$ cat src/ts_stream_pkg.sv
`default_nettype none

package ts_stream_pkg;

	// transport stream framing
	localparam int PACK_BYTE_SIZE = 188;
	localparam logic [7:0] SYNC_BYTE = 8'h47;

	// filter table
	localparam int SLOT_COUNT = 4;
	localparam int SLOT_BITS = 2;
	localparam int PID_BITS = 13;

	// cycles from mpeg_data to ts_out
	localparam int PIPE_DEPTH = 3;

	// byte position inside a packet
	localparam int INDEX_BITS = 8;

endpackage

`default_nettype wire

$ cat src/ts_regs_pkg.sv
`default_nettype none

package ts_regs_pkg;

	localparam int DATA_WIDTH = 32;
	localparam int ADDR_BITS = 2;

	// word addresses
	localparam logic [ADDR_BITS-1:0] ADDR_CTRL = 2'd0;
	localparam logic [ADDR_BITS-1:0] ADDR_REPLACE_DATA = 2'd1;
	localparam logic [ADDR_BITS-1:0] ADDR_MON_STATUS = 2'd2;
	localparam logic [ADDR_BITS-1:0] ADDR_MON_DATA = 2'd3;

	// op bits of the ctrl word
	localparam int OP_REPLACE_ADD = 0;
	localparam int OP_REPLACE_DEL = 1;
	localparam int OP_MONITOR_ADD = 2;
	localparam int OP_MONITOR_DEL = 3;

	typedef struct packed {
		logic [3:0] rsvd_hi;
		logic [7:0] slot;
		logic [2:0] rsvd_mid;
		logic [ts_stream_pkg::PID_BITS-1:0] pid;
		logic [3:0] op;
	} ctrl_cmd_t;

	// all op bits zero picks a monitor buffer and where reading starts
	typedef struct packed {
		logic [3:0] rsvd_hi;
		logic [7:0] slot;
		logic [7:0] rsvd_mid;
		logic [ts_stream_pkg::INDEX_BITS-1:0] offset;
		logic [3:0] op;
	} ctrl_sel_t;

	typedef union packed {
		ctrl_cmd_t cmd;
		ctrl_sel_t sel;
	} ctrl_word_u;

endpackage

`default_nettype wire

$ cat src/ts_filter_regs.sv
`timescale 1ns/10ps
`default_nettype none

module ts_filter_regs (
	input wire S_AXI_ACLK,
	input wire mpeg_clk,
	input wire mem_wren,
	input wire mem_rden,
	input wire [ts_regs_pkg::ADDR_BITS-1:0] mem_address,
	input wire [ts_regs_pkg::DATA_WIDTH-1:0] S_AXI_WDATA,
	output logic [ts_regs_pkg::DATA_WIDTH-1:0] axi_rdata,
	output logic [ts_stream_pkg::SLOT_COUNT-1:0][ts_stream_pkg::PID_BITS-1:0] slot_pid,
	output logic [ts_stream_pkg::SLOT_COUNT-1:0] slot_replace_en,
	output logic [ts_stream_pkg::SLOT_COUNT-1:0] slot_monitor_en,
	input wire [ts_stream_pkg::INDEX_BITS-1:0] replace_index,
	output logic [7:0] replace_byte,
	input wire [ts_stream_pkg::SLOT_COUNT-1:0] mon_ready,
	output logic [ts_stream_pkg::SLOT_COUNT-1:0] mon_clear,
	output logic [ts_stream_pkg::SLOT_BITS-1:0] mon_rd_slot,
	output logic [ts_stream_pkg::INDEX_BITS-1:0] mon_rd_index,
	input wire [7:0] mon_rd_data
);

	ts_regs_pkg::ctrl_word_u ctrl;
	logic [ts_stream_pkg::SLOT_BITS-1:0] cmd_slot;
	logic [7:0] replace_mem [ts_stream_pkg::PACK_BYTE_SIZE];
	logic [ts_stream_pkg::INDEX_BITS-1:0] repl_cursor;
	logic [ts_regs_pkg::DATA_WIDTH-1:0] status_word;
	logic [ts_regs_pkg::DATA_WIDTH-1:0] data_word;

	assign ctrl = S_AXI_WDATA;
	assign cmd_slot = ctrl.cmd.slot[ts_stream_pkg::SLOT_BITS-1:0];
	assign status_word = {{(ts_regs_pkg::DATA_WIDTH - ts_stream_pkg::SLOT_COUNT){1'b0}},
		mon_ready};
	assign data_word = {{(ts_regs_pkg::DATA_WIDTH - 8){1'b0}}, mon_rd_data};

	// filter reads the replacement packet directly
	assign replace_byte = replace_mem[replace_index];

	always_ff @(posedge S_AXI_ACLK or posedge mpeg_clk) begin
		if (mpeg_clk) begin
			slot_pid <= '0;
			slot_replace_en <= '0;
			slot_monitor_en <= '0;
			mon_clear <= '0;
			mon_rd_slot <= '0;
			mon_rd_index <= '0;
			repl_cursor <= '0;
			for (int i = 0; i < ts_stream_pkg::PACK_BYTE_SIZE; i++)
				replace_mem[i] <= '0;
		end else begin
			mon_clear <= '0;
			// each data read steps through the selected buffer
			if (mem_rden && mem_address == ts_regs_pkg::ADDR_MON_DATA) begin
				if (mon_rd_index == ts_stream_pkg::PACK_BYTE_SIZE - 1)
					mon_rd_index <= '0;
				else
					mon_rd_index <= mon_rd_index + 1'b1;
			end
			if (mem_wren) begin
				case (mem_address)
					ts_regs_pkg::ADDR_CTRL: begin
						repl_cursor <= '0;
						if (ctrl.sel.op == '0) begin
							mon_rd_slot <= ctrl.sel.slot[ts_stream_pkg::SLOT_BITS-1:0];
							mon_rd_index <= ctrl.sel.offset;
						end else begin
							if (ctrl.cmd.op[ts_regs_pkg::OP_REPLACE_ADD] ||
								ctrl.cmd.op[ts_regs_pkg::OP_MONITOR_ADD])
								slot_pid[cmd_slot] <= ctrl.cmd.pid;
							if (ctrl.cmd.op[ts_regs_pkg::OP_REPLACE_ADD])
								slot_replace_en[cmd_slot] <= 1'b1;
							if (ctrl.cmd.op[ts_regs_pkg::OP_REPLACE_DEL])
								slot_replace_en[cmd_slot] <= 1'b0;
							if (ctrl.cmd.op[ts_regs_pkg::OP_MONITOR_ADD])
								slot_monitor_en[cmd_slot] <= 1'b1;
							if (ctrl.cmd.op[ts_regs_pkg::OP_MONITOR_DEL])
								slot_monitor_en[cmd_slot] <= 1'b0;
						end
					end
					ts_regs_pkg::ADDR_REPLACE_DATA: begin
						// low byte only
						replace_mem[repl_cursor] <= S_AXI_WDATA[7:0];
						if (repl_cursor == ts_stream_pkg::PACK_BYTE_SIZE - 1)
							repl_cursor <= '0;
						else
							repl_cursor <= repl_cursor + 1'b1;
					end
					ts_regs_pkg::ADDR_MON_STATUS:
						mon_clear <= S_AXI_WDATA[ts_stream_pkg::SLOT_COUNT-1:0];
					default: ;
				endcase
			end
		end
	end

	// read data holds until the next read
	always_ff @(posedge S_AXI_ACLK or posedge mpeg_clk) begin
		if (mpeg_clk) begin
			axi_rdata <= '0;
		end else if (mem_rden) begin
			case (mem_address)
				ts_regs_pkg::ADDR_MON_STATUS: axi_rdata <= status_word;
				ts_regs_pkg::ADDR_MON_DATA: axi_rdata <= data_word;
				default: axi_rdata <= '0;
			endcase
		end
	end

	a_cursor_range: assert property (@(posedge S_AXI_ACLK) disable iff (mpeg_clk)
		repl_cursor < ts_stream_pkg::PACK_BYTE_SIZE);

endmodule

`default_nettype wire

$ cat config.mk
export PLATFORM = sky130hd
export DESIGN_NAME = ts_filter_regs
export DESIGN_NICKNAME = d
export VERILOG_FILES = /design/src/ts_stream_pkg.sv /design/src/ts_regs_pkg.sv /design/src/ts_filter_regs.sv
export SDC_FILE = /design/constraint.sdc
export NUM_CORES = 2
export LEC_CHECK = 0
export BUFFER_PORTS_ARGS = -buffer_cell sky130_fd_sc_hd__clkbuf_2
export CORE_ASPECT_RATIO = 1.25
export CORE_MARGIN = 2
export CORE_UTILIZATION = 30
export DETAILED_ROUTE_END_ITERATION = 16
export GPL_TIMING_DRIVEN = 0
export PLACE_DENSITY = 0.42
export SKIP_CTS_REPAIR_TIMING = 1
export SYNTH_ARGS = -nofsm -noshare
export SYNTH_HDL_FRONTEND = slang
export SYNTH_SLANG_ARGS = --single-unit
$ cat constraint.sdc
create_clock -name S_AXI_ACLK -period 99 [get_ports S_AXI_ACLK]
set_clock_uncertainty 0.1 [all_clocks]
set_input_delay 4.95 -clock S_AXI_ACLK [delete_from_list [all_inputs] [get_ports S_AXI_ACLK]]
set_output_delay 4.95 -clock S_AXI_ACLK [all_outputs]
set_load 0.02 [all_outputs]
## Yosys cells after proc, flatten, opt, wreduce, memory -nomap -nowiden

Cells that the tools add are included.

| storage, ports and cells | value |
|---|---|
| bits in registers | 1618 |
| input bits | 58 |
| word-level logic and storage cells | 262 |

| operators by class | value |
|---|---|
| add/sub/neg operators | 2 |
| magnitude comparators | 5 |
| equality and inequality tests | 5 |
| mux-type cells | 31 |
| bitwise logic cells | 8 |
| reductions and logical operators | 12 |

Operators by type and width:

| cell | number |
|---|---|
| $bwmux 1504 | 1 |
| $mux 8 | 9 |
| $bmux 8 s8 | 1 |
| $demux 8 s8 | 1 |
| $bwmux 52 | 1 |
| $mux 4 | 12 |
| $pmux 8 s2 | 2 |
| $demux 13 s2 | 1 |
| $ge 9x9->1 const B | 2 |
| $not 8->9 | 2 |
| $add 8x1->8 const B | 2 |
| $eq 8x8->1 const B | 2 |
| $mux 13 | 1 |
| $lt 9x1->1 const B | 1 |
| $and 4x4->4 | 2 |
| $or 4x4->4 | 2 |
| $reduce_and 3->1 | 2 |
| $eq 2x2->1 const B | 2 |
| $logic_not 4->1 | 1 |
| $not 4->4 | 1 |
| $reduce_and 2->1 | 2 |
| $reduce_and 4->1 | 1 |
| $logic_and 1x1->1 | 3 |
| $lt 2x3->1 const B | 1 |
| 8 further kinds | 8 |

## Depth between registers and ports, before layout

| depth | value |
|---|---|
| word-level depth | 11 |
| gate-level depth with buffers | 11 |
| gate-level depth less buffers | 6 |

## Least setup slack after synthesis

No wires, ideal clock.

| timing | value |
|---|---|
| path kind | input-to-output |
| from | input replace_index[0] (netlist name) |
| to | output replace_byte[7] |
| arrival | 6.980 ns |
| required time | 93.950 ns |
| slack | 86.970 ns |
| stages on the path | 9 |
| cells stage by stage | buf_6 > buf_6 > buf_6 > buf_2 > nor4_1 > a311oi_1 > and3_1 > o32a_1 > o41ai_1 |

| between the ends | value |
|---|---|
| word-level cells in the longest chain between the ends | 4 |

RTL lines:

| what | RTL line | text |
|---|---|---|
| from (decl) | ts_filter_regs.sv:15 | `input wire [ts_stream_pkg::INDEX_BITS-1:0] replace_index,` |
| $not 8->9 (not written as such) | ts_filter_regs.sv:38 | `assign replace_byte = replace_mem[replace_index];` |
| $bmux 8 s8 | ts_filter_regs.sv:38 |  |
| $mux 8 (not written as such) (2 in series) | ts_filter_regs.sv:38 |  |
| to (decl) | ts_filter_regs.sv:16 | `output logic [7:0] replace_byte,` |

Every way passes these cells. The select of a mux whose other input is x is not followed.

## Worst setup path after layout

| timing | value |
|---|---|
| from | input replace_index[1] (netlist name) |
| to | output replace_byte[2] |

The elaborated chain is that of the path after synthesis.

==> impl_metrics.yaml <==
run_status:
  outcome: "complete, but fails checks"
  violations: "capacitance limit, slew limit"
global_route:
  overflow: 0
  grt_pass1_wl_um: 449000
  antenna_found_initial: 33
  grt_usage: 0.270
  first_global_vias: 48000
  grt_max_degree: 123
power_and_ir_drop:
  pwr-share-seq: 0.446
  powerDensity_nw_per_um2: 18.1
  comb_power_share: 0.093
  ir_worst_vdd_uv: 12.9
  p_sw_uw: 410
  pwr-share-clk: 0.461
  internal_power_mw: 1.11
  leakagePower_nw: 39.3
  switching_share: 0.270
final_layout:
  final_core_util: 0.348
  drive_gt1_frac: 0.496
  area_delta_synth_final_pct: 15.6
  final_cells: 8474
  nets: 5241
synthesis:
  syn-cell-area_um2: 72900
  synth_top_area_frac: 0.547
  async_flop_share: 1.00
  synthesis.instances: 4817
  yosys.area_share.adder: 0.000858
  synth-edff-count: 0
  synth_cell_types: 67
  muxShareOfSynthArea: 0.358
  avgSynthCellArea_um2: 15.1
  seq_area_frac_synth: 0.547
  yosys_warnings: 0
  synth_simple_gate_area_share: 0.0343
  ys_top_cells_by_area: "dfrtp_1 55%, mux2_2 24%, mux4_2 9.7%, mux2i_1 2.0%, clkbuf_1 1.2%"
  yosysTopAreaCell: "dfrtp_1"
  yosysMostFrequentCell: "dfrtp_1"
  synth-xor-area-share: 0.000601
  synthTopCellsByCount: "1594 x dfrtp_1, 1546 x mux2_2, 314 x mux4_2"
  yosys_register_bits: 1594
  synth_top_family_by_area: "multiplexers"
  synth-compound-area-share: 0.0321
  synth-main-ff-cell: "dfrtp_1"
setup_path:
  crit_path_start_kind: "input port"
  cp-startpoint: "replace_index[1]"
  crit_path_end_kind: "output pin"
  path_class: "in2out"
  required_ns: 93.95
  r2r_setup_slack_ns: 95.40
  worst_ep_arrival_time_ns: 10.54
  reg2reg_from: "repl_cursor[0]"
  path_max_fanout: 10
  r2r_end: "replace_mem[122]"
  r2r_cells: 8
  critPathCapture: "replace_byte[2]"
clock_tree:
  cts.clk_slew.worst_paths_ns: 0.06
  clockRootBuffer: "clkbuf_16"
  clock_path_buffers: 4
  clk_latency_ns: 0.86
  cts_buffers: 187
  cts_max_level: 4
  clkSinkCount: 1594
  cts_tree: "yes"
timing:
  grt_setup_unrepaired: "no"
  hold_ws_ns: 0.379
  setup_viol: 0
  worst_pin_slew_ns: 1.62
  hold_viol_final: 0
  fin_crit_sh: 0.157
  setup_tns_ns: 0
  drv_slew: 33
  setup_slack_ns: 83.41
  relSlewSlack: -0.0793
  fin_crit_ns: 15.59
  max_freq_mhz: 64.2
die:
  rows: 202
  die_h_um: 555
  die_width_um: 445
  design.die.area_um2: 247000
  start_util: 0.301
  coreArea_um2: 242000
  io_pins: 172
routing:
  vias: 46800
  drc_errors: 0
  drtPass1Iterations: 6
  drt-vias-per-instance: 5.52
  wl_per_cell_um: 39.7
  wl_um: 336000
  ant_nets: 0
  drt_iter0_drc: 4019
hold_path:
  holdCritPathClass: "reg2reg"
placed_design:
  gp_congestion: 0.935
  dp_hpwl_um: 229000
  place_inst: 8150
  dp_slack_ns: 83.47
  portBuffers: 124
flow_run:
  maxCapViolCount: 3
-- flip-flops by register name (all words and copies together), names as in the netlist --
name and count:
slot_replace_en 4, replace_mem 1504, slot_pid 52, axi_rdata 8, mon_rd_slot 2, mon_rd_index 8
slot_monitor_en 4, mon_clear 4, repl_cursor 8
-- power groups by stage --
stage / registers [mW] / clock network, mW / logic, mW
after floorplan: 0.699 / 0 / 0.0603
after global routing: 0.680 / 0.738 / 0.145
after CTS: 0.678 / 0.714 / 0.142
final: 0.678 / 0.702 / 0.141
after global placement: 0.693 / 0 / 0.138
after detailed placement: 0.690 / 0 / 0.142
-- how the worst min path moves through the flow --
stage	startpoint	to	slack, ns	cells past startpoint
floorplan	replace_mem[493]	replace_mem[493]	0.35	1
global placement	replace_mem[494]	replace_mem[494]	0.36	1
detailed placement	mon_rd_slot[1]	mon_rd_slot[1]	0.36	2
CTS	mon_rd_slot[1]	mon_rd_slot[1]	0.38	2
global route	replace_mem[502]	replace_mem[502]	0.39	1
finish	mon_rd_slot[1]	mon_rd_slot[1]	0.38	2
-- worst max-delay path: stages --
cell      delay (ns)
buf_2           0.31
buf_4           0.39
buf_2           0.79
buf_2           1.06
mux4_2          0.46
a22oi_1         0.21
a21oi_1         0.27
nor4_1          1.09
o22ai_1         0.61
clkbuf_2        0.31
-- cells in the final DEF (no fill, tap or decap), drive strengths merged, types with 4 or more instances in the layout --
cell / Yosys / final
nor3: 17 / 17
ha: 5 / 5
a21oi: 69 / 69
clkinv: 1 / 20
nand2b: 10 / 10
mux2i: 143 / 143
dfrtp: 1594 / 1594
and2: 7 / 7
nor2b: 12 / 12
a31oi: 8 / 8
or3: 5 / 5
nand2: 133 / 133
mux2: 1563 / 1563
diode: 0 / 8
a221oi: 9 / 9
nor2: 188 / 188
clkbuf: 228 / 634
o22ai: 51 / 51
bufinv: 0 / 8
inv: 15 / 21
mux4: 314 / 314
o21ai: 49 / 49
nand3: 30 / 30
a22oi: 88 / 88
and3: 7 / 7
buf: 155 / 179
a211oi: 31 / 31
a22o: 11 / 11
o221ai: 8 / 8
conb: 1 / 24
o2111ai: 4 / 4
nand4: 8 / 8
nor4: 15 / 15
xor2: 4 / 4
-- layout make-up --
| cell class | count | area (um2) |
|---|---|---|
| Clock inverter | 34 | 469 |
| Multi-Input combinational cell | 2847 | 31200 |
| Tap cell | 3162 | 3960 |
| Antenna cell | 8 | 20.0 |
| Buffer | 383 | 1950 |
| Sequential cell | 1594 | 39900 |
| Clock buffer | 281 | 5530 |
| Fill cell | 23400 | 158000 |
| Timing Repair Buffer | 149 | 1230 |
| Inverter | 16 | 67.6 |
-- routing by layer --
layer | vias to the layer above | global-route usage | part of all wire
met3 | 606 | 0.0459 | 0.053
met1 | 26000 | 0.341 | 0.41
met5 | - | 0 | 0.000068
li1 | 18600 | - | -
met4 | 4 | 0.146 | 0.064
met2 | 1579 | 0.440 | 0.47
-- logic make-up (layout without fill, tap and decap cells) --
kind of cell               count (synthesis)  after routing
other                                      1             32
DFF                                     1594           1594
buffers and inverters                    399            863
and+or+nand+nor                          441            441
adders and majority gates                  5              5
muxes                                   2020           2020
AOI/OAI and AO/OA                        352            352
xor gates and xnor gates                   5              5
-- metrics by stage --
stage / total power, mW / instance area (um2)
3_3_place_gp: 0.831 / 77600
6_report: 1.52 / 84300
4_1_cts: 1.53 / 84300
2_1_floorplan: 0.759 / 73000
3_5_place_dp: 0.832 / 78300
5_1_grt: 1.56 / 84300
Note: power is estimated with default switching activity, not from simulation.
