File: src/ts_stream_pkg.sv
`default_nettype none

package ts_stream_pkg;

	// transport stream framing
	localparam int PACK_BYTE_SIZE = 188;
	localparam logic [7:0] SYNC_BYTE = 8'h47;

	// filter table
	localparam int SLOT_COUNT = 4;
	localparam int SLOT_BITS = 2;
	localparam int PID_BITS = 13;

	// cycles from mpeg_data to ts_out
	localparam int PIPE_DEPTH = 3;

	// byte position inside a packet
	localparam int INDEX_BITS = 8;

endpackage

`default_nettype wire

File: src/ts_pid_filter.sv
`timescale 1ns/10ps
`default_nettype none

module ts_pid_filter (
	input wire S_AXI_ACLK,
	input wire mpeg_clk,
	input wire [7:0] mpeg_data,
	input wire mpeg_valid,
	input wire mpeg_sync,
	input wire [ts_stream_pkg::SLOT_COUNT-1:0][ts_stream_pkg::PID_BITS-1:0] slot_pid,
	input wire [ts_stream_pkg::SLOT_COUNT-1:0] slot_replace_en,
	input wire [ts_stream_pkg::SLOT_COUNT-1:0] slot_monitor_en,
	output logic [ts_stream_pkg::INDEX_BITS-1:0] replace_index,
	input wire [7:0] replace_byte,
	output logic [7:0] ts_out,
	output logic ts_out_valid,
	output logic ts_out_sync,
	output logic cap_start,
	output logic [ts_stream_pkg::SLOT_BITS-1:0] cap_slot,
	output logic cap_valid,
	output logic [7:0] cap_data
);

	// stage 0 is newest, stage PIPE_DEPTH-1 drives the output
	logic [7:0] d_data [ts_stream_pkg::PIPE_DEPTH];
	logic [ts_stream_pkg::PIPE_DEPTH-1:0] d_valid;
	logic [ts_stream_pkg::PIPE_DEPTH-1:0] d_sync;
	logic [ts_stream_pkg::PID_BITS-1:0] hdr_pid;
	logic pkt_start;
	logic replace_hit;
	logic mon_hit;
	logic [ts_stream_pkg::SLOT_BITS-1:0] hit_slot;
	logic [ts_stream_pkg::INDEX_BITS-1:0] byte_cnt;
	logic repl_flag;
	logic mon_flag;
	logic [ts_stream_pkg::SLOT_BITS-1:0] mon_slot;
	logic repl_now;
	logic mon_now;

	always_ff @(posedge S_AXI_ACLK or posedge mpeg_clk) begin
		if (mpeg_clk) begin
			d_valid <= '0;
			d_sync <= '0;
		end else begin
			d_valid <= {d_valid[ts_stream_pkg::PIPE_DEPTH-2:0], mpeg_valid};
			d_sync <= {d_sync[ts_stream_pkg::PIPE_DEPTH-2:0], mpeg_sync};
		end
	end

	always_ff @(posedge S_AXI_ACLK) begin
		d_data[0] <= mpeg_data;
		for (int i = 1; i < ts_stream_pkg::PIPE_DEPTH; i++)
			d_data[i] <= d_data[i-1];
	end

	// sync byte at the last stage, header bytes 1 and 2 right behind it
	assign pkt_start = d_valid[ts_stream_pkg::PIPE_DEPTH-1] & d_sync[ts_stream_pkg::PIPE_DEPTH-1];
	assign hdr_pid = {d_data[ts_stream_pkg::PIPE_DEPTH-2][4:0],
		d_data[ts_stream_pkg::PIPE_DEPTH-3]};

	// walk down so the lowest matching slot is the one left standing
	always_comb begin
		replace_hit = 1'b0;
		mon_hit = 1'b0;
		hit_slot = '0;
		for (int i = ts_stream_pkg::SLOT_COUNT - 1; i >= 0; i--) begin
			if (slot_replace_en[i] && slot_pid[i] == hdr_pid)
				replace_hit = 1'b1;
			if (slot_monitor_en[i] && slot_pid[i] == hdr_pid) begin
				mon_hit = 1'b1;
				hit_slot = i[ts_stream_pkg::SLOT_BITS-1:0];
			end
		end
	end

	// byte_cnt of zero means no packet in progress
	always_ff @(posedge S_AXI_ACLK or posedge mpeg_clk) begin
		if (mpeg_clk) begin
			byte_cnt <= '0;
			repl_flag <= 1'b0;
			mon_flag <= 1'b0;
			mon_slot <= '0;
		end else if (pkt_start) begin
			byte_cnt <= ts_stream_pkg::INDEX_BITS'(1);
			repl_flag <= replace_hit;
			mon_flag <= mon_hit;
			mon_slot <= hit_slot;
		end else if (byte_cnt != '0 && d_valid[ts_stream_pkg::PIPE_DEPTH-1]) begin
			if (byte_cnt == ts_stream_pkg::PACK_BYTE_SIZE - 1) begin
				byte_cnt <= '0;
				repl_flag <= 1'b0;
				mon_flag <= 1'b0;
			end else begin
				byte_cnt <= byte_cnt + 1'b1;
			end
		end
	end

	// header cycle uses the fresh match, the rest of the packet the latched one
	assign repl_now = pkt_start ? replace_hit : repl_flag;
	assign mon_now = pkt_start ? mon_hit : mon_flag;

	assign replace_index = byte_cnt;
	assign ts_out = repl_now ? replace_byte : d_data[ts_stream_pkg::PIPE_DEPTH-1];
	assign ts_out_valid = d_valid[ts_stream_pkg::PIPE_DEPTH-1];
	assign ts_out_sync = d_sync[ts_stream_pkg::PIPE_DEPTH-1];

	// capture always sees the original bytes
	assign cap_start = pkt_start & mon_hit;
	assign cap_slot = pkt_start ? hit_slot : mon_slot;
	assign cap_valid = d_valid[ts_stream_pkg::PIPE_DEPTH-1] & mon_now;
	assign cap_data = d_data[ts_stream_pkg::PIPE_DEPTH-1];

	a_sync_valid: assert property (@(posedge S_AXI_ACLK) disable iff (mpeg_clk)
		mpeg_sync |-> mpeg_valid);

	// input runs PIPE_DEPTH bytes ahead of the counter
	a_valid_contig: assert property (@(posedge S_AXI_ACLK) disable iff (mpeg_clk)
		(byte_cnt != '0 &&
			byte_cnt < ts_stream_pkg::PACK_BYTE_SIZE - ts_stream_pkg::PIPE_DEPTH)
		|-> mpeg_valid);

endmodule

`default_nettype wire

File: config.mk
export PLATFORM = sky130hd
export DESIGN_NAME = ts_pid_filter
export DESIGN_NICKNAME = d
export VERILOG_FILES = /design/src/ts_stream_pkg.sv /design/src/ts_pid_filter.sv
export SDC_FILE = /design/constraint.sdc
export NUM_CORES = 1
export LEC_CHECK = 0
export BUFFER_PORTS_ARGS = -buffer_cell sky130_fd_sc_hd__buf_2
export CAP_MARGIN = 20
export CORE_MARGIN = 5
export CORE_UTILIZATION = 49
export CTS_CLUSTER_SIZE = 24
export DETAILED_ROUTE_END_ITERATION = 12
export PLACE_DENSITY = 0.92
export REMOVE_ABC_BUFFERS = 1
export SETUP_SLACK_MARGIN = 0.4
export SYNTH_ARGS = -nofsm -noshare
export SYNTH_HDL_FRONTEND = slang
export SYNTH_SLANG_ARGS = --single-unit
File: constraint.sdc
create_clock -name S_AXI_ACLK -period 2.4 [get_ports S_AXI_ACLK]
set_input_delay 0.24 -clock S_AXI_ACLK [delete_from_list [all_inputs] [get_ports S_AXI_ACLK]]
set_output_delay 0.24 -clock S_AXI_ACLK [all_outputs]
set_load 0.02 [all_outputs]
# After elaboration in Yosys (flattened, before gate mapping)
# Memory sizes are Yosys's and may differ from the RTL's.
# Cells that the tools add are included.
[totals]
register_bits = 18
ramBits = 24
in_bits = 80
out_inout_bits = 30
n_memories = 1
[memory_table]
columns = ["name", "words", "width", "read_ports", "rd_clocked_by_memory_dff", "wr", "line", "text"]
rows = [
  ["d_data", 3, 8, 3, 0, 3, "ts_pid_filter.sv:25", "logic [7:0] d_data [ts_stream_pkg::PIPE_DEPTH];"],
]
[classes]
add_sub_neg = 1
n_eq_ne = 5
muxes = 23
bitwise_logic = 3
reduce_logical = 13
[ops]
columns = ["cell", "count"]
rows = [
  ["equality test 13 bit", 4],
  ["2-to-1 mux 8 bit", 4],
  ["2-to-1 mux 1 bit", 14],
  ["2-to-1 mux 2 bit", 5],
  ["logical AND 1 bit", 9],
  ["adder 8 x 1 -> 8 bit, second input constant", 1],
  ["equality test 8 bit, second input constant", 1],
  ["nonzero test 8 bit", 1],
  ["nonzero test 2 bit", 2],
  ["bitwise AND 1 bit", 3],
  ["AND reduction 2 bit", 1],
]

# Logic depth before layout (Yosys ltp)
# Gate-level depths: netlist (run 1).
[depth]
ltp_word = 8
ltp_mapped = 7

# Least setup slack after synthesis (run 1)
# Ideal clock, no wire load.
[synth_path]
path_kind = "register -> output"
from = "memory d_data[0][3]"
to = "output cap_valid"
t_arrival_ns = 1.806
required_ns = 2.160
path_slack_ns = 0.354
path_stages_with_launch = 7
path_buffers = 1
cell_sequence = "dfxtp_1 -> buf_6 -> xnor2_2 -> nand4_4 -> or4_1 -> and3b_1 -> o21ai_1"
[synth_lines]
columns = ["item", "line", "text"]
rows = [
  ["start, declared", "ts_pid_filter.sv:25", ""],
  ["end, declared", "ts_pid_filter.sv:20", "output logic cap_valid,"],
]

==> flow_summary.yaml, run 1 <==
clock_tree:
  hold_buffers: 0
  htree_levels: 2
  tritoncts: "built"
  clk_path_buf_depth: 2
  path_clk_slew_ps: 80
  cts_root_buf: "clkbuf_8"
  insertion_delay_ps: 290
  cts.sinks: 42
  cts_buffers: 5
logic_synthesis:
  avgSynthCellArea_um2: 10.4
  yosysTopAreaCell: "dfxtp_1"
  syn_area_mm2: 0.00277
  synth_top_flop_cell: "dfxtp_1"
  yosysSeqAreaShare: 0.336
  synth_area_leaders: "dfxtp_1 (17%), dfrtp_1 (16%), xnor2_1 (12%), xnor2_2 (9.4%), buf_6 (5.3%)"
  ys_seq_elements: 42
  synthCells: 266
  synthDistinctLibCells: 42
  ys_warn_count: 0
  synth-edff-count: 0
  async_reset_ff_frac: 0.429
  synth_top_area_frac: 0.173
worst_setup_path:
  r2r_slack_ps: 490
  cpMaxStageDelayCell: "or4_4"
  arrival_ps: 2110
  worstSetupPathDepth: 8
  startpoint_type: "flip-flop"
  worstReg2RegStart: "replace_index[0]$_DFFE_PP0P_"
  worst_r2r_endpoint: "mon_flag$_DFFE_PP0P_"
  worstSetupPathType: "flip-flop to output port"
  cpLargestDelayFamily: "simple AND/OR/NAND/NOR gates"
  crit_path_max_fanout: 5
  cp-end-kind: "output port"
  reg2regPathDepth: 7
  path_buf_inv: 3
  path_cells: "buf_6, xnor2_4, nand3_4, nor4_4, or4_4, buf_6, o211ai_2, buf_6"
  critPathRequiredTime_ps: 2160
  cp_slowest_stage_delay_ps: 540
  crit_top_cell: "buf_6"
floorplan:
  die_area_mm2: 0.00726
  start_util: 0.503
  io_pins: 110
  placementRows: 27
  fp.dieW_um: 85.2
  core_mm2: 0.00551
  die_h_um: 85.2
pwr:
  switchingPower_mw: 0.645
  power.density_mw_per_mm2: 487
  max-vdd-ir-drop_mv: 0.503
  fin_total_pwr_mw: 1.93
  p_seq_frac: 0.435
  p_leak_nw: 1.79
  p_comb_frac: 0.314
  sw_frac_of_total: 0.335
  p_clk_frac: 0.250
  p_int_mw: 1.28
final_layout:
  antenna_cells: 0
  fillers: 370
  nNetsFinal: 460
  area_growth_pct: 42.5
  seq_area_um2: 977
  multi_input_area_mm2: 0.00197
  layout-drive-gt1-share: 0.583
  stdcell_count: 451
route:
  vias_per_cell: 5.56
  post_drt_wl_per_cell_um: 18.6
  met1_length_um: 3120
  drt_iter0_markers: 133
  highest_layer: "met5"
  routed_wl_um: 8390
  dr_total_vias: 2509
  wl_met2_um: 4350
  met3_length_um: 669
  drcViolationCount: 0
  drt_first_pass_iters: 4
  ant_nets: 0
global_route:
  overflow: 0
  grt_pass1_wl_um: 13100
  grt_start_max_net_pins: 19
  gr-usage-all-layers: 0.229
  antenna_found_initial: 1
  grt_pass1_vias: 2674
timing:
  fin_crit_ps: 2350
  hold_viol_final: 0
  finalSetupViolCount: 0
  fmax_ghz: 0.426
  layout_setup_ws_ps: 52.5
  maxSlewViolCount: 0
  finalCritPeriodShare: 0.978
  clock_skew_ps: 9.24
  worstMarginPinSlew_ps: 669
  rsz0062_at_grt: "true"
  relSlewSlack: 0.554
placement:
  gp_congestion: 0.884
  io_buffers: 109
  dp_slack_ps: 61.2
  dp_cells: 430
  dp_hpwl_um: 6260
flow_run:
  maxCapViolations: 0
run_status:
  outcome: "finished clean"
worst_hold_path:
  hold_path_class: "input port to async pin"
## cell usage after synthesis, types with 2 or more instances
master    count
nand2_1      16
nand4_1      10
o41ai_1       8
clkbuf_1      4
xnor2_1      38
dfrtp_1      18
nand3_1      15
buf_6        13
a21oi_1       4
inv_1         5
nand3_2       2
dfxtp_1      24
o211ai_2      8
a31oi_1       8
nand2b_1      3
or4_1         3
nor4_4        4
nand4_2       3
nor4_1        6
o21ai_0       6
nor2_1        6
buf_4         8
ha_1          2
and3_1       16
nor3_1        3
xor2_1        2
xnor2_2      16
## state kept, by name, indices dropped and copies added (netlist names)
register and count:
d_data 24, d_sync 3, d_valid 3, mon_flag 1, mon_slot 2, repl_flag 1, replace_index 8
## cells in the final DEF (no fill, tap or decap), types with 3 or more instances in the layout
cell type / Yosys / final
dfrtp_1: 18 / 18
xnor2_2: 16 / 18
nor4_4: 4 / 5
nand2b_1: 3 / 3
a31oi_1: 8 / 8
nor3_1: 3 / 3
xnor2_1: 38 / 24
buf_6: 13 / 15
a21oi_1: 4 / 4
o21ai_0: 6 / 3
nor4_2: 0 / 3
o21ai_2: 1 / 3
dfxtp_1: 24 / 11
buf_2: 1 / 97
nand4_1: 10 / 10
o41ai_2: 0 / 3
dfxtp_4: 0 / 12
o41ai_1: 8 / 5
nand3_2: 2 / 4
nand3_1: 15 / 12
clkbuf_8: 0 / 6
nand2_1: 16 / 15
and3_1: 16 / 16
nor2_1: 6 / 6
xnor2_4: 0 / 12
inv_1: 5 / 5
o211ai_2: 8 / 7
buf_4: 8 / 19
## worst max path at each step
stage | startpoint | to | slack (ps)
3_5_place_dp | d_data[0][9]$_DFF_P_ | ts_out[2] | 60
3_3_place_gp | d_data[0][7]$_DFF_P_ | ts_out[7] | 180
5_1_grt | d_data[0][3]$_DFF_P_ | ts_out[1] | -30
4_1_cts | d_data[0][3]$_DFF_P_ | ts_out[2] | 20
6_report | d_data[0][3]$_DFF_P_ | ts_out[1] | 50
2_1_floorplan | d_data[0][2]$_DFF_P_ | ts_out[0] | 290
## per-layer routing
metal / vias up / global-route usage
met5: - / 0
met4: 2 / 0.0993
met3: 23 / 0.0553
met2: 129 / 0.407
met1: 1185 / 0.259
li1: 1170 / -
## layout make-up
type,count,area share
clock buffers,7,0.0219
inverters,6,0.00570
well taps,72,0.0228
repair buffers,131,0.202
clock inverters,1,0.00222
flip-flops and latches,42,0.247
multi-input cells,192,0.498
## per-stage QoR
step                      utilization  hold slack (ps)  TNS (ps)  instance area (um2)
after floorplan                     -              179         0                 2540
after global placement          0.590              311         0                 3250
after detailed placement        0.590              312         0                 3250
after CTS                       0.688             36.4         0                 3790
after global routing            0.717             28.2     -83.5                 3950
final                           0.717             30.3         0                 3950
## power by group through the flow
stage	clock (mW)	sequential (mW)	combinational (mW)
6_report	0.482	0.838	0.605
4_1_cts	0.495	0.831	0.560
3_3_place_gp	0	0.841	0.472
2_1_floorplan	0	0.872	0.263
5_1_grt	0.527	0.848	0.649
3_5_place_dp	0	0.845	0.487
## kinds of logic (layout without fill, tap and decap cells)
family                   after synthesis  in the layout  share of synthesized area
AND/OR/NAND/NOR                       94             94                      0.228
XOR/XNOR                              56             56                      0.220
flip-flops                            42             42                      0.336
AO/OA/AOI/OAI                         40             40                      0.116
buffers and inverters                 32            145                     0.0898
adder cells (fa/ha/maj)                2              2                    0.00903
## repair_timing
| action | in CTS | in global routing |
|---|---|---|
| pin swaps | 37 | 12 |
| buffers inserted | 7 | 5 |
| endpoints found under the setup margin | 13 | 16 |
| resized for setup | 88 | 18 |
| cloned | 1 | 0 |
No activity file was read; power rests on OpenSTA's default activity.
==> run 2, diff against run 1 <==
--- a/config.mk
+++ b/config.mk
@@ -13,7 +13,6 @@
 export DETAILED_ROUTE_END_ITERATION = 12
 export PLACE_DENSITY = 0.92
 export REMOVE_ABC_BUFFERS = 1
-export SETUP_SLACK_MARGIN = 0.4
 export SYNTH_ARGS = -nofsm -noshare
 export SYNTH_HDL_FRONTEND = slang
 export SYNTH_SLANG_ARGS = --single-unit
==> run 2 against run 1 <==
Combinational power shrank 9.1%. Fmax shrank 1.4%. Sequential power is essentially flat. Clock skew grew 3.2 ps.
==> flow_summary.yaml, run 2 (synthesis gave the netlist of run 1 again) <==
worst_setup_path:
  crit_top_cell: "buf_6"
  path_cells: "buf_6, xnor2_4, nand3_4, nor4_4, or4_4, buf_6, o211ai_2, buf_6"
  cpMaxStageDelayCell: "or4_4"
  arrival_ps: 2140
  startpoint_type: "flip-flop"
  worstReg2RegStart: "d_data[0][5]$_DFF_P_"
  critPathRequiredTime_ps: 2160
  crit_path_max_fanout: 5
  cp_slowest_stage_delay_ps: 560
  cp-end-kind: "output port"
  worstSetupPathType: "flip-flop to output port"
  cp-startpoint: "d_data[0][5]$_DFF_P_"
global_route:
  overflow: 0
  gr-usage-all-layers: 0.214
  grt_start_max_net_pins: 19
  grt_pass1_vias: 2631
  antenna_found_initial: 1
  grt_pass1_wl_um: 12500
route:
  highest_layer: "met5"
  routed_wl_um: 7880
  drcViolationCount: 0
  ant_nets: 0
  drt_iter0_markers: 131
  drt_first_pass_iters: 4
  dr_total_vias: 2442
  met1_length_um: 3030
  post_drt_wl_per_cell_um: 17.8
  vias_per_cell: 5.51
  wl_met2_um: 3970
  met3_length_um: 617
timing:
  hold_viol_final: 0
  fmax_ghz: 0.420
  holdWs_ps: 37.7
  clock_skew_ps: 12.4
  rsz0062_at_grt: "true"
  finalCritPeriodShare: 0.992
  maxSlewViolCount: 0
  worstMarginPinSlew_ps: 679
  finalSetupViolCount: 0
  fin_crit_ps: 2380
  layout_setup_ws_ps: 19.6
  relSlewSlack: 0.547
floorplan:
  die_area_mm2: 0.00726
  start_util: 0.503
  core_mm2: 0.00551
  fp.dieW_um: 85.2
  placementRows: 27
  die_h_um: 85.2
  io_pins: 110
final_layout:
  area_growth_pct: 33.5
  layout-drive-gt1-share: 0.534
  final_util: 0.672
  antenna_cells: 0
  max_flop_register: "d_data"
  final_common_cell: "buf_2"
  nNetsFinal: 452
  largest_reg_flops: 24
  final_cell_mix: "buf_2 (100), xnor2_1 (31), dfrtp_1 (18)"
run_status:
  outcome: "finished clean"
clock_tree:
  cts_buffers: 5
  tritoncts: "built"
  clk_path_buf_depth: 2
  htree_levels: 2
  cts_root_buf: "clkbuf_8"
  path_clk_slew_ps: 90
  cts.sinks: 42
  insertion_delay_ps: 290
placement:
  gp_congestion: 0.884
  io_buffers: 109
  dp_slack_ps: 61.2
  dp_hpwl_um: 6260
pwr:
  power.density_mw_per_mm2: 505
  p_leak_nw: 1.70
  fin_total_pwr_mw: 1.87
  max-vdd-ir-drop_mv: 0.508
worst_hold_path:
  hold_path_class: "input port to async pin"
flow_run:
  maxCapViolations: 0
run 2: changes by cell type in the layout (fill, tap and decap cells not counted), moves of 2 or more:
cell | previous run | this run
xnor2_4 | 12 | 7
buf_4 | 19 | 11
xnor2_1 | 24 | 31
buf_6 | 15 | 12
buf_2 | 97 | 100
dfxtp_2 | 1 | 5
dfxtp_4 | 12 | 8
nor4_1 | 2 | 4
xnor2_2 | 18 | 16
nand3_2 | 4 | 1
nand3_1 | 12 | 15
nor4_2 | 3 | 1
run 2: cell type report:
class | instances | area, um2
Fill cell | 414 | 1810
Tap cell | 72 | 90.1
Sequential cell | 42 | 967
Timing Repair Buffer | 123 | 718
Multi-Input combinational cell | 192 | 1810
Clock buffer | 7 | 86.3
Inverter | 6 | 22.5
Clock inverter | 1 | 8.76
run 2: timing repair:
item                                    in CTS  in global routing
setup buffers                                2                  2
endpoints found under the setup margin      12                 12
gates cloned                                 0                  1
resized for setup                           45                 29
hold buffers                                 0                  0
pin swaps                                    8                 12
run 2: worst max-delay path: cells and delay by family (launching register included):
| kind | cells | cell delay (ps) |
|---|---|---|
| AO/OA/AOI/OAI | 1 | 160 |
| flip-flops | 1 | 380 |
| AND/OR/NAND/NOR | 3 | 710 |
| XOR/XNOR | 1 | 150 |
| buffers and inverters | 3 | 440 |
run 2: path summary, 6_finish.rpt:
kind / endpoint / slack (ps) / depth (start not counted)
max in group asynchronous: mon_slot[1]$_DFF_PP0_ / 1930 / 2
setup / recovery: ts_out[0] / 20 / 8
setup reg to reg: repl_flag$_DFFE_PP0P_ / 400 / 9
hold reg to reg: d_data[0][21]$_DFF_P_ / 330 / 0
hold / removal: d_sync[0]$_DFF_PP0_ / 40 / 2
min in group S_AXI_ACLK: d_data[0][1]$_DFF_P_ / 40 / 1
run 2: report_power, final:
part	leakage [nW]	internal, mW	switching, mW
sequential	0.438	0.750	0.0852
clock	0.0489	0.238	0.245
combinational	1.21	0.262	0.288
run 2: per-layer routing:
layer,vias up,GRT usage
met1,1121,0.255
met2,132,0.374
met3,28,0.0544
li1,1159,-
met4,2,0.0734
met5,-,0
run 2: metrics by stage:
stage / cells / setup TNS [ps] / cell area, um2
3_3_place_gp: 430 / 0 / 3250
5_1_grt: 443 / -418 / 3700
4_1_cts: 440 / -4.54 / 3520
6_report: 443 / 0 / 3700
3_5_place_dp: 430 / 0 / 3250
2_1_floorplan: 240 / 0 / 2540
